### src/hw/riscv_pkg.sv
`default_nettype none

package riscv_pkg;

   localparam int XLEN = 32;

   typedef logic [XLEN-1:0] word_t;   // Data word or byte address
   typedef logic [4:0]      reg_addr_t;
   typedef logic [31:0]     instr_t;

   // Major opcodes kept by this core
   localparam logic [6:0] OPC_OP     = 7'b0110011;
   localparam logic [6:0] OPC_OP_IMM = 7'b0010011;
   localparam logic [6:0] OPC_LOAD   = 7'b0000011;
   localparam logic [6:0] OPC_STORE  = 7'b0100011;

   typedef enum logic [2:0] {
      ALU_ADD,
      ALU_SUB,
      ALU_AND,
      ALU_OR,
      ALU_XOR,
      ALU_SLT
   } alu_op_e;

   typedef struct packed {
      logic    reg_write;
      logic    mem_read;
      logic    mem_write;
      logic    alu_src;   // Second operand from the immediate
      alu_op_e alu_op;
   } ctrl_t;

   typedef struct packed {
      logic   valid;
      word_t  pc;
      instr_t instr;
   } if_id_t;

   typedef struct packed {
      ctrl_t     ctrl;
      reg_addr_t rs1;
      reg_addr_t rs2;
      reg_addr_t rd;
      word_t     rs1_data;
      word_t     rs2_data;
      word_t     imm;
   } id_ex_t;

   typedef struct packed {
      ctrl_t     ctrl;
      reg_addr_t rd;
      word_t     alu_result;
      word_t     store_data;
   } ex_mem_t;

   // Register write bundle, also the MEM/WB forwarding source
   typedef struct packed {
      logic      reg_write;
      reg_addr_t rd;
      word_t     data;
   } wb_t;

endpackage

`default_nettype wire

### src/hw/fetch_stage.sv
`default_nettype none

module fetch_stage #(
   parameter riscv_pkg::word_t RESET_PC = '0
) (
   input  wire                    clk,
   input  wire                    reset_i,
   input  wire                    stall_i,
   input  riscv_pkg::instr_t      inst_i,
   output riscv_pkg::word_t       inst_addr_o,
   output logic                   inst_ce_o,
   output riscv_pkg::if_id_t      if_id_o
);

   riscv_pkg::word_t  pc_q;
   riscv_pkg::if_id_t if_id_q;

   always_ff @(posedge clk) begin
      if (reset_i) begin
         pc_q          <= RESET_PC;
         if_id_q.valid <= 1'b0;
      end else if (!stall_i) begin
         pc_q          <= pc_q + riscv_pkg::word_t'(4);
         if_id_q.valid <= 1'b1;
      end
   end

   // Payload of IF/ID, held with the PC during a stall
   always_ff @(posedge clk) begin
      if (!stall_i) begin
         if_id_q.pc    <= pc_q;
         if_id_q.instr <= inst_i;   // Memory answers in the same cycle
      end
   end

   assign inst_addr_o = pc_q;
   assign inst_ce_o   = ~reset_i;
   assign if_id_o     = if_id_q;

endmodule

`default_nettype wire

### src/hw/reg_file.sv
`default_nettype none

module reg_file (
   input  wire                    clk,
   input  wire                    reset_i,
   input  riscv_pkg::reg_addr_t   rs1_i,
   input  riscv_pkg::reg_addr_t   rs2_i,
   input  riscv_pkg::wb_t         wb_i,
   output riscv_pkg::word_t       rs1_data_o,
   output riscv_pkg::word_t       rs2_data_o
);

   riscv_pkg::word_t regs_q [1:31];   // No storage for x0

   function automatic riscv_pkg::word_t read_port(riscv_pkg::reg_addr_t addr);
      riscv_pkg::word_t value;
      if (addr == '0) begin
         value = '0;
      end else if (wb_i.reg_write && wb_i.rd == addr) begin
         value = wb_i.data;   // Write-through bypass
      end else begin
         value = regs_q[addr];
      end
      return value;
   endfunction

   always_ff @(posedge clk) begin
      if (reset_i) begin
         for (int i = 1; i < 32; i++) begin
            regs_q[i] <= '0;
         end
      end else if (wb_i.reg_write && wb_i.rd != '0) begin
         regs_q[wb_i.rd] <= wb_i.data;
      end
   end

   assign rs1_data_o = read_port(rs1_i);
   assign rs2_data_o = read_port(rs2_i);

endmodule

`default_nettype wire

### src/hw/decode_stage.sv
`default_nettype none

module decode_stage (
   input  wire                    clk,
   input  wire                    reset_i,
   input  riscv_pkg::if_id_t      if_id_i,
   input  riscv_pkg::wb_t         wb_i,
   output riscv_pkg::id_ex_t      id_ex_o,
   output logic                   stall_o
);

   localparam logic [2:0] F3_ADD = 3'b000;
   localparam logic [2:0] F3_SLT = 3'b010;
   localparam logic [2:0] F3_XOR = 3'b100;
   localparam logic [2:0] F3_OR  = 3'b110;
   localparam logic [2:0] F3_AND = 3'b111;
   localparam logic [2:0] F3_LW  = 3'b010;

   riscv_pkg::instr_t    instr;
   logic [6:0]           opcode;
   logic [2:0]           funct3;
   logic [6:0]           funct7;
   riscv_pkg::reg_addr_t rs1;
   riscv_pkg::reg_addr_t rs2;
   riscv_pkg::reg_addr_t rd;
   riscv_pkg::word_t     rs1_data;
   riscv_pkg::word_t     rs2_data;
   riscv_pkg::word_t     imm;
   riscv_pkg::ctrl_t     ctrl_d;
   logic                 legal;
   logic                 uses_rs1;
   logic                 uses_rs2;
   logic                 stall;
   logic                 bubble;
   riscv_pkg::id_ex_t    id_ex_q;

   assign instr  = if_id_i.instr;
   assign opcode = instr[6:0];
   assign funct3 = instr[14:12];
   assign funct7 = instr[31:25];
   assign rs1    = instr[19:15];
   assign rs2    = instr[24:20];
   assign rd     = instr[11:7];

   reg_file reg_file_i (
      .clk        (clk),
      .reset_i    (reset_i),
      .rs1_i      (rs1),
      .rs2_i      (rs2),
      .wb_i       (wb_i),
      .rs1_data_o (rs1_data),
      .rs2_data_o (rs2_data)
   );

   always_comb begin
      ctrl_d        = '0;
      ctrl_d.alu_op = riscv_pkg::ALU_ADD;
      imm           = {{20{instr[31]}}, instr[31:20]};   // I-type by default
      legal         = 1'b0;
      uses_rs1      = 1'b0;
      uses_rs2      = 1'b0;
      case (opcode)
         riscv_pkg::OPC_OP: begin
            ctrl_d.reg_write = 1'b1;
            uses_rs1         = 1'b1;
            uses_rs2         = 1'b1;
            legal            = (funct7 == 7'h00) || (funct7 == 7'h20 && funct3 == F3_ADD);
            case (funct3)
               F3_ADD:  ctrl_d.alu_op = funct7[5] ? riscv_pkg::ALU_SUB : riscv_pkg::ALU_ADD;
               F3_SLT:  ctrl_d.alu_op = riscv_pkg::ALU_SLT;
               F3_XOR:  ctrl_d.alu_op = riscv_pkg::ALU_XOR;
               F3_OR:   ctrl_d.alu_op = riscv_pkg::ALU_OR;
               F3_AND:  ctrl_d.alu_op = riscv_pkg::ALU_AND;
               default: legal = 1'b0;
            endcase
         end
         riscv_pkg::OPC_OP_IMM: begin
            ctrl_d.reg_write = 1'b1;
            ctrl_d.alu_src   = 1'b1;
            uses_rs1         = 1'b1;
            legal            = 1'b1;
            case (funct3)
               F3_ADD:  ctrl_d.alu_op = riscv_pkg::ALU_ADD;
               F3_XOR:  ctrl_d.alu_op = riscv_pkg::ALU_XOR;
               F3_OR:   ctrl_d.alu_op = riscv_pkg::ALU_OR;
               F3_AND:  ctrl_d.alu_op = riscv_pkg::ALU_AND;
               default: legal = 1'b0;
            endcase
         end
         riscv_pkg::OPC_LOAD: begin
            ctrl_d.reg_write = 1'b1;
            ctrl_d.mem_read  = 1'b1;
            ctrl_d.alu_src   = 1'b1;
            uses_rs1         = 1'b1;
            legal            = (funct3 == F3_LW);   // Word loads only
         end
         riscv_pkg::OPC_STORE: begin
            ctrl_d.mem_write = 1'b1;
            ctrl_d.alu_src   = 1'b1;
            imm              = {{20{instr[31]}}, instr[31:25], instr[11:7]};
            uses_rs1         = 1'b1;
            uses_rs2         = 1'b1;
            legal            = (funct3 == F3_LW);
         end
         default: legal = 1'b0;   // Unsupported opcode becomes a bubble
      endcase
   end

   // Load in ID/EX whose result the decoding instruction needs
   assign stall = if_id_i.valid && id_ex_q.ctrl.mem_read && id_ex_q.rd != '0 &&
                  ((uses_rs1 && id_ex_q.rd == rs1) || (uses_rs2 && id_ex_q.rd == rs2));

   assign bubble = stall || !if_id_i.valid || !legal;

   always_ff @(posedge clk) begin
      if (reset_i || bubble) begin
         id_ex_q.ctrl <= '0;
      end else begin
         id_ex_q.ctrl <= ctrl_d;
      end
      id_ex_q.rs1      <= rs1;
      id_ex_q.rs2      <= rs2;
      id_ex_q.rd       <= rd;
      id_ex_q.rs1_data <= rs1_data;
      id_ex_q.rs2_data <= rs2_data;
      id_ex_q.imm      <= imm;
   end

   assign id_ex_o = id_ex_q;
   assign stall_o = stall;

endmodule

`default_nettype wire

### src/hw/execute_stage.sv
`default_nettype none

module execute_stage (
   input  wire                    clk,
   input  wire                    reset_i,
   input  riscv_pkg::id_ex_t      id_ex_i,
   input  riscv_pkg::wb_t         wb_i,
   output riscv_pkg::ex_mem_t     ex_mem_o
);

   riscv_pkg::ex_mem_t ex_mem_q;
   riscv_pkg::wb_t     ex_fwd;      // EX/MEM result as seen by forwarding
   logic               ex_load;
   riscv_pkg::word_t   op_a;
   riscv_pkg::word_t   rs2_fwd;
   riscv_pkg::word_t   op_b;
   riscv_pkg::word_t   alu_result;

   // EX/MEM first, then MEM/WB, then the value read in decode
   function automatic riscv_pkg::word_t forward(
      riscv_pkg::reg_addr_t rs,
      riscv_pkg::word_t     reg_data,
      riscv_pkg::wb_t       ex_v,
      logic                 ex_is_load,
      riscv_pkg::wb_t       wb_v
   );
      riscv_pkg::word_t value;
      if (ex_v.reg_write && !ex_is_load && ex_v.rd != '0 && ex_v.rd == rs) begin
         value = ex_v.data;
      end else if (wb_v.reg_write && wb_v.rd != '0 && wb_v.rd == rs) begin
         value = wb_v.data;
      end else begin
         value = reg_data;
      end
      return value;
   endfunction

   assign ex_fwd.reg_write = ex_mem_q.ctrl.reg_write;
   assign ex_fwd.rd        = ex_mem_q.rd;
   assign ex_fwd.data      = ex_mem_q.alu_result;
   assign ex_load          = ex_mem_q.ctrl.mem_read;   // Load data not ready yet

   assign op_a    = forward(id_ex_i.rs1, id_ex_i.rs1_data, ex_fwd, ex_load, wb_i);
   assign rs2_fwd = forward(id_ex_i.rs2, id_ex_i.rs2_data, ex_fwd, ex_load, wb_i);
   assign op_b    = id_ex_i.ctrl.alu_src ? id_ex_i.imm : rs2_fwd;

   always_comb begin
      case (id_ex_i.ctrl.alu_op)
         riscv_pkg::ALU_ADD: alu_result = op_a + op_b;   // Also address of lw and sw
         riscv_pkg::ALU_SUB: alu_result = op_a - op_b;
         riscv_pkg::ALU_AND: alu_result = op_a & op_b;
         riscv_pkg::ALU_OR:  alu_result = op_a | op_b;
         riscv_pkg::ALU_XOR: alu_result = op_a ^ op_b;
         riscv_pkg::ALU_SLT: begin
            alu_result = {{(riscv_pkg::XLEN-1){1'b0}}, $signed(op_a) < $signed(op_b)};
         end
         default: alu_result = op_a + op_b;
      endcase
   end

   always_ff @(posedge clk) begin
      if (reset_i) begin
         ex_mem_q.ctrl <= '0;
      end else begin
         ex_mem_q.ctrl <= id_ex_i.ctrl;
      end
      ex_mem_q.rd         <= id_ex_i.rd;
      ex_mem_q.alu_result <= alu_result;
      ex_mem_q.store_data <= rs2_fwd;   // Forwarded, so sw sees fresh data
   end

   assign ex_mem_o = ex_mem_q;

endmodule

`default_nettype wire

### src/hw/mem_wb_stage.sv
`default_nettype none

module mem_wb_stage (
   input  wire                    clk,
   input  wire                    reset_i,
   input  riscv_pkg::ex_mem_t     ex_mem_i,
   input  riscv_pkg::word_t       data_i,
   output riscv_pkg::word_t       data_addr_o,
   output riscv_pkg::word_t       data_o,
   output logic                   data_ce_o,
   output logic                   data_we_o,
   output riscv_pkg::wb_t         wb_o
);

   riscv_pkg::wb_t   mem_wb_q;
   riscv_pkg::word_t result;

   // Request straight from EX/MEM, memory answers this cycle
   assign data_addr_o = ex_mem_i.alu_result;
   assign data_o      = ex_mem_i.store_data;
   assign data_ce_o   = ex_mem_i.ctrl.mem_read | ex_mem_i.ctrl.mem_write;
   assign data_we_o   = ex_mem_i.ctrl.mem_write;

   assign result = ex_mem_i.ctrl.mem_read ? data_i : ex_mem_i.alu_result;

   always_ff @(posedge clk) begin
      if (reset_i) begin
         mem_wb_q.reg_write <= 1'b0;
      end else begin
         mem_wb_q.reg_write <= ex_mem_i.ctrl.reg_write;
      end
      mem_wb_q.rd   <= ex_mem_i.rd;
      mem_wb_q.data <= result;
   end

   assign wb_o = mem_wb_q;

endmodule

`default_nettype wire

### src/hw/riscv_core.sv
`default_nettype none

module riscv_core #(
   parameter riscv_pkg::word_t RESET_PC = '0
) (
   input  wire                    clk,
   input  wire                    reset_i,   // Synchronous, active high

   // Instruction memory
   input  riscv_pkg::instr_t      inst_i,
   output riscv_pkg::word_t       inst_addr_o,
   output logic                   inst_ce_o,

   // Data memory
   input  riscv_pkg::word_t       data_i,
   output logic                   data_we_o,
   output logic                   data_ce_o,
   output riscv_pkg::word_t       data_addr_o,
   output riscv_pkg::word_t       data_o
);

   riscv_pkg::if_id_t  if_id;
   riscv_pkg::id_ex_t  id_ex;
   riscv_pkg::ex_mem_t ex_mem;
   riscv_pkg::wb_t     wb;
   logic               stall;

   fetch_stage #(
      .RESET_PC (RESET_PC)
   ) fetch_stage_i (
      .clk         (clk),
      .reset_i     (reset_i),
      .stall_i     (stall),
      .inst_i      (inst_i),
      .inst_addr_o (inst_addr_o),
      .inst_ce_o   (inst_ce_o),
      .if_id_o     (if_id)
   );

   decode_stage decode_stage_i (
      .clk     (clk),
      .reset_i (reset_i),
      .if_id_i (if_id),
      .wb_i    (wb),
      .id_ex_o (id_ex),
      .stall_o (stall)
   );

   execute_stage execute_stage_i (
      .clk      (clk),
      .reset_i  (reset_i),
      .id_ex_i  (id_ex),
      .wb_i     (wb),        // MEM/WB forwarding
      .ex_mem_o (ex_mem)
   );

   mem_wb_stage mem_wb_stage_i (
      .clk         (clk),
      .reset_i     (reset_i),
      .ex_mem_i    (ex_mem),
      .data_i      (data_i),
      .data_addr_o (data_addr_o),
      .data_o      (data_o),
      .data_ce_o   (data_ce_o),
      .data_we_o   (data_we_o),
      .wb_o        (wb)
   );

endmodule

`default_nettype wire

### config.mk
export PLATFORM = sky130hd
export DESIGN_NAME = riscv_core
export DESIGN_NICKNAME = d
export VERILOG_FILES = /design/src/hw/riscv_pkg.sv /design/src/hw/fetch_stage.sv /design/src/hw/reg_file.sv /design/src/hw/decode_stage.sv /design/src/hw/execute_stage.sv /design/src/hw/mem_wb_stage.sv /design/src/hw/riscv_core.sv
export SDC_FILE = /design/constraint.sdc
export NUM_CORES = 2
export LEC_CHECK = 0
export BUFFER_PORTS_ARGS = -buffer_cell sky130_fd_sc_hd__buf_2
export CAP_MARGIN = 20
export CORE_MARGIN = 3
export CORE_UTILIZATION = 65
export CTS_CLUSTER_SIZE = 12
export DETAILED_ROUTE_END_ITERATION = 8
export PLACE_DENSITY = 0.91
export SLEW_MARGIN = 20
export SYNTH_ARGS = -nofsm -noshare
export SYNTH_HDL_FRONTEND = slang
export SYNTH_SLANG_ARGS = --single-unit
### constraint.sdc
create_clock -name clk -period 11.4 [get_ports clk]
set_input_delay 1.71 -clock clk [delete_from_list [all_inputs] [get_ports clk]]
set_output_delay 1.71 -clock clk [all_outputs]
set_load 0.02 [all_outputs]
### Word-level counts from Yosys, hierarchy flattened

Memories as Yosys holds them, arrays and structs flattened. A register that Yosys moved wholly into a read port is not among the register bits.
Index checks and enable logic that the tools add are counted.

| storage, ports and cells | value |
|---|---|
| bits in registers | 273 |
| memory bits (writable) | 992 |
| input bits | 66 |
| output and inout port bits | 99 |
| word-level logic and storage cells | 126 |
| memories | 1 |

| operators by class | value |
|---|---|
| add/subtract/negate cells | 3 |
| $lt $le $gt $ge | 1 |
| equal/unequal tests | 22 |
| multiplexer cells | 33 |
| bitwise gates (word level) | 5 |
| reductions and logical operators | 38 |

Memory list:

| name | depth | bits a word | read ports | clocked after memory_dff | wr ports | line | RTL |
|---|---|---|---|---|---|---|---|
| decode_stage_i.reg_file_i.regs_q | 31 | 32 | 2 | 2 | 31 | reg_file.sv:13 | `riscv_pkg::word_t regs_q [1:31];` |

Operator list:

| operator | number |
|---|---|
| 32-bit two-way mux | 9 |
| 32-bit one-hot mux with 5 select lines | 1 |
| 5-bit == test | 8 |
| 32-bit by 3-bit adder with 32-bit output, second input constant | 1 |
| 32-bit adder | 1 |
| 32-bit AND | 1 |
| 32-bit < comparator | 1 |
| 32-bit bitwise OR | 1 |
| 32-bit OR reduction | 1 |
| 32-bit subtractor | 1 |
| 32-bit bitwise XOR | 1 |
| 7-bit by 6-bit == test with 1-bit output, second input constant | 3 |
| 5-bit two-way mux | 4 |
| 3-bit == test, second input constant | 5 |
| 1-bit logical AND | 15 |
| 1-bit two-way mux | 15 |
| 3-bit one-hot mux with 5 select lines | 1 |
| 5-bit nonzero test | 3 |
| 5-bit logical NOT | 2 |
| 3-bit by 2-bit == test with 1-bit output, second input constant | 3 |
| 3-bit one-hot mux with 3 select lines | 1 |
| 4-bit OR reduction | 2 |
| 7-bit by 2-bit == test with 1-bit output, second input constant | 1 |
| 7-bit by 5-bit == test with 1-bit output, second input constant | 1 |
| 12 further kinds | 20 |

### Logic depth before layout (Yosys ltp)

| depth | value |
|---|---|
| depth after elaboration | 9 |
| mapped depth | 19 |
| depth with buffers taken out | 17 |

### Cells and area by module

A second synthesis with hierarchy kept.

| unflattened totals | value |
|---|---|
| cells, all modules | 5593 |
| area, all modules | 71967.8 um^2 |

Modules (own cells, without submodules):

| module | instances | cells each | area an instance (um^2) | sequential area each (um^2) |
|---|---|---|---|---|
| reg_file | 1 | 3801 | 55055.3 | 30749.5 |
| execute_stage | 1 | 1240 | 9156.3 | 1521.5 |
| fetch_stage | 1 | 237 | 3370.7 | 2482.4 |
| decode_stage | 1 | 174 | 2583.7 | 1961.9 |
| mem_wb_stage | 1 | 141 | 1801.7 | 760.7 |

### Least setup slack after synthesis

No wires, ideal clock.

| timing path | value |
|---|---|
| path type | input port to flip-flop |
| from | input reset_i |
| to | memory decode_stage_i.reg_file_i.regs_q[12][0] (netlist bit) (enable) |
| setup time | 466 ps |
| arrival | 4927 ps |
| required time | 10934 ps |
| path slack | 6007 ps |
| stages on the path | 4 |
| buffers on the path | 2 |
| path through | clkbuf_1 or4_1 buf_2 o21ai_0 |

RTL lines:

| what | line | RTL |
|---|---|---|
| from (decl) | riscv_core.sv:7 | `input wire reset_i,` |
| to (decl) | reg_file.sv:13 |  |

### Worst setup path after layout

| timing path | value |
|---|---|
| from | register mem_wb_stage_i.mem_wb_q, in the netlist mem_wb_stage_i.wb_o[35] |
| to | register execute_stage_i.ex_mem_q, in the netlist execute_stage_i.ex_mem_o[52] |

| on the way | value |
|---|---|
| cells in the longest elaborated chain, start to end | 8 |
| elaborated cells on any way between the ends | 17 |
| classes of those cells | 2 x add/sub; 2 x eq/ne; 6 x mux; 3 x bitwise; 4 x reduce/logical |

RTL lines:

| what | line | RTL |
|---|---|---|
| from (decl) | mem_wb_stage.sv:15 | `riscv_pkg::wb_t mem_wb_q;` |
| 5-bit nonzero test | execute_stage.sv:30 | `end else if (wb_v.reg_write && wb_v.rd != '0 && wb_v.rd == rs) begin` |
| 1-bit logical AND | execute_stage.sv:30 |  |
| 1-bit logical AND (*) | execute_stage.sv:30 |  |
| 32-bit two-way mux (*) | execute_stage.sv:30 |  |
| 32-bit two-way mux (*) | execute_stage.sv:28 | `if (ex_v.reg_write && !ex_is_load && ex_v.rd != '0 && ex_v.rd == rs) begin` |
| named net execute_stage_i.rs2_fwd[0] | execute_stage.sv:15 | `riscv_pkg::word_t rs2_fwd;` |
| 32-bit two-way mux (*) | execute_stage.sv:45 | `assign op_b = id_ex_i.ctrl.alu_src ? id_ex_i.imm : rs2_fwd;` |
| 32-bit adder or 32-bit subtractor (tied branches) | execute_stage.sv:49, execute_stage.sv:57, execute_stage.sv:50 |  |
| 32-bit one-hot mux with 5 select lines (*) | execute_stage.sv:48 | `case (id_ex_i.ctrl.alu_op)` |
| named net execute_stage_i.alu_result[20] | execute_stage.sv:17 | `riscv_pkg::word_t alu_result;` |
| to (decl) | execute_stage.sv:11 | `riscv_pkg::ex_mem_t ex_mem_q;` |

Mark *: on every way through the listed nets, which the timed path passes. The rest lies on a longest branch.
A chain may end at the register's enable or synchronous reset.

==> impl_metrics.yaml <==
floorplan:
  ioPinCount: 165
  die_w_um: 335.4
  start_util: 0.6570
  dieArea_um2: 112500
  std_cell_rows: 120
  die_h_um: 335.4
  fp.coreArea_um2: 107400
critical_path:
  required_ns: 12.06
  start_kind: "flip-flop"
  crit_type: "flip-flop to flip-flop"
  r2r-end: "execute_stage_i.ex_mem_o[52]"
  ff2ff_setup_slack_ns: 5.62
  cp.arrival_ns: 6.45
  cp-end-kind: "flip-flop"
  reg2regPathDepth: 18
  r2r-start: "mem_wb_stage_i.wb_o[35]"
  crit_fanout: 32
layout:
  drive_gt1_frac: 0.2527
  nNetsFinal: 5198
  design_area_um2: 76730
  fin_cells: 6554
  area_delta_synth_final_pct: 8.795
power:
  vdd_drop_max_uv: 160.8
  p_per_area_nw_per_um2: 167.6
  p_clk_frac: 0.345
  p_switching_uw: 4074
  p_comb_frac: 0.176
  total_power_uw: 12860
  leakage_uw: 0.02817
  swShare: 0.3168
  seqPwrFrac: 0.479
  cell_internal_pwr_uw: 8787
drt:
  vias_per_cell: 7.714
  drt_first_pass_iters: 7
  drc: 0
  dr.first_iter.drc_count: 8627
  num_vias: 50559
  drtAntennaViolNets: 0
  drt-total-wl_um: 244700
  routedWlPerCell_um: 37.34
clock_tree:
  cts.sinks: 1305
  cts_root_buf: "clkbuf_16"
  cts_tree: "built"
  cts_setup_buffers: 0
  clk_pin_slew_worst_paths_ns: 0.06
  cts_buffers: 140
  clk_latency_ns: 0.79
  post_cts_resized: 0
  clock_path_buffers: 3
  postCtsHoldBufs: 0
  htreeDepth: 4
logic_synthesis:
  synth-seq-cells: 1305
  syn_inst: 5099
  ys_types: 93
  synth_compound_area_frac: 0.05446
  synth_flop_cell: "edfxtp_1"
  synthMuxAreaShare: 0.2322
  synth_xor_xnor_area_share: 0.009562
  synth.avg_cell_area_um2: 13.83
  async_flop_share: 0
  synth_warnings: 0
  synth_top_family_by_area: "multiplexers"
  synthAdderAreaFrac: 0.01778
  ys_seq_area_frac: 0.5203
  syn-cell-area_um2: 70530
  synthSimpleGateAreaFrac: 0.1260
  synth-edff-count: 1056
sta:
  whs_ns: 0.3785
  period_needed_ns: 5.784
  relSlewSlack: 0.2354
  tightest_slew_ns: 1.146
  skew_ns: 0.03920
  max_freq_mhz: 172.9
  layout_worst_path_cycle_share: 0.5073
  setup_viol: 0
  finalMaxSlewViolations: 0
  rsz0062_at_grt: "no"
  finalHoldViolations: 0
  tns_ns: 0
hold_path:
  holdPathStages: 0
  hold_end: "decode_stage_i.id_ex_o[100]"
  hold_start: "fetch_stage_i.if_id_o[11]"
  hp-class: "flip-flop to flip-flop"
global_route:
  grt.overflow.total: 0
  grt_max_degree: 95
  track_usage: 0.4374
  antenna_found_initial: 22
  grt_pass1_wl_um: 351100
  grt_pass1_vias: 51889
status:
  status: "completed"
place:
  hpwl_um: 140100
  place_area_um2: 72350
  gp_congestion: 0.9683
  portBuffers: 162
  placed_cells: 6293
job:
  maxCapViolations: 0
-- layer usage --
layer  track usage  vias to the layer above  share of wire
li1              -                    19001              -
met1        0.5088                    24251           0.29
met2        0.6575                     5483           0.45
met3        0.1858                     1810           0.17
met4        0.3087                       14          0.090
met5             0                        -        0.00038
-- power by group through the flow --
stage	sequential, µW	combinational (µW)	clock (µW)
after global routing	6160	2330	4580
final	6160	2270	4440
after detailed placement	6170	2120	0
after floorplan	5770	1690	0
after CTS	6100	2160	4410
after global placement	6120	2080	0
-- kinds of logic (layout without fill, tap and decap cells) --
kind of cell / count (synthesis) / count (layout)
AND/OR/NAND/NOR: 1565 / 1565
adder cells (fa/ha/maj): 99 / 99
XOR/XNOR: 77 / 77
flip-flops: 1305 / 1305
multiplexers: 830 / 830
other: 1 / 53
AO/OA/AOI/OAI: 577 / 577
buffers and inverters: 645 / 645
-- layout by cell type, fill, tap and decap left out, types with 17 or more instances in the layout --
master,n
ha_1,97
a21oi_1,112
mux2i_1,142
o211ai_1,20
buf_4,127
xor2_1,35
nand3_1,27
buf_2,162
diode_2,19
clkbuf_1,41
nor2_1,193
o21ai_0,84
xnor2_1,42
nor2_2,32
edfxtp_1,1056
mux4_2,640
a21o_1,31
clkinv_2,17
nor2b_1,21
nor3_1,26
o22ai_1,17
clkinv_1,17
clkbuf_16,143
mux2_2,48
inv_1,110
a211oi_1,84
o21ai_4,31
dfxtp_1,218
dfxtp_2,22
conb_1,34
o21ai_1,48
nand2_1,159
and2_1,999
-- cell usage after synthesis (all sizes together), types with 7 or more instances --
cell	n	share of area
nand4	7	0.00062
and2	999	0.089
mux4	640	0.20
a31oi	15	0.0013
nor2	228	0.012
o211ai	22	0.0025
or3	12	0.0011
a211oi	84	0.0089
xor2	35	0.0043
nand2b	12	0.0011
a21o	31	0.0033
nor2b	22	0.0021
and3	15	0.0013
nand3b	7	0.00075
nor4	18	0.0022
clkbuf	346	0.018
mux2	48	0.0077
inv	111	0.0059
a22oi	7	0.00075
o21a	13	0.0014
xnor2	42	0.0052
o21ai	163	0.012
o31ai	14	0.0023
nand3	30	0.0022
o221ai	11	0.0014
dfxtp	249	0.071
nor3	29	0.0022
buf	186	0.015
a221o	11	0.0016
ha	97	0.017
nand2	159	0.0085
o21bai	13	0.0014
o22ai	18	0.0017
a21oi	113	0.0081
edfxtp	1056	0.45
o311ai	8	0.0013
mux2i	142	0.020
-- how the worst max path moves through the flow --
stage                       startpoint                                       to  depth (start not counted)
2_1_floorplan                  reset_i  decode_stage_i.reg_file_i.regs_q[12][0]                          4
3_3_place_gp   mem_wb_stage_i.wb_o[36]             execute_stage_i.ex_mem_o[52]                         18
3_5_place_dp   mem_wb_stage_i.wb_o[34]             execute_stage_i.ex_mem_o[32]                         18
4_1_cts        mem_wb_stage_i.wb_o[35]             execute_stage_i.ex_mem_o[32]                         18
5_1_grt        mem_wb_stage_i.wb_o[35]             execute_stage_i.ex_mem_o[59]                         16
6_report       mem_wb_stage_i.wb_o[35]             execute_stage_i.ex_mem_o[52]                         18
-- through the flow --
step                setup slack, ns  utilization
global placement              5.871       0.6739
CTS                           5.770       0.7139
finish                        5.616       0.7148
global route                  5.354       0.7145
detailed placement            5.775       0.6740
floorplan                     6.007            -
-- worst max-delay path, cell delays in order, from the launching register on --
cell,delay (ns)
dfxtp_1,0.61
or3_1,0.59
o31ai_4,0.16
nor4_4,0.29
buf_4,0.59
mux2i_1,0.25
o21ai_1,0.09
mux2i_1,0.25
inv_1,0.10
ha_1,0.22
fa_1,0.43
nand2b_1,0.19
a21oi_1,0.33
o2111ai_2,0.25
a31oi_1,0.26
o211ai_1,0.21
a211oi_1,0.45
o221ai_1,0.20
o2bb2ai_1,0.16
-- flip-flops by register name, summed over array words and instances (netlist names), named ones only --
register	flops
decode_stage_i.reg_file_i.regs_q	1024
decode_stage_i.id_ex_o	98
execute_stage_i.ex_mem_o	71
mem_wb_stage_i.wb_o	38
fetch_stage_i.if_id_o	33
fetch_stage_i.inst_addr_o	30
execute_stage_i.ex_load	1
-- final cells by class --
class                           instances  area, µm²
Clock inverter                         52      500.5
Inverter                              113      424.2
Sequential cell                      1305      36760
Clock buffer                          189       3784
Timing Repair Buffer                  291       1812
Multi-Input combinational cell       3182      31650
Fill cell                            6188      30620
Tap cell                             1403       1755
Antenna cell                           19      47.55
Note: power is estimated with default switching activity, not from simulation.
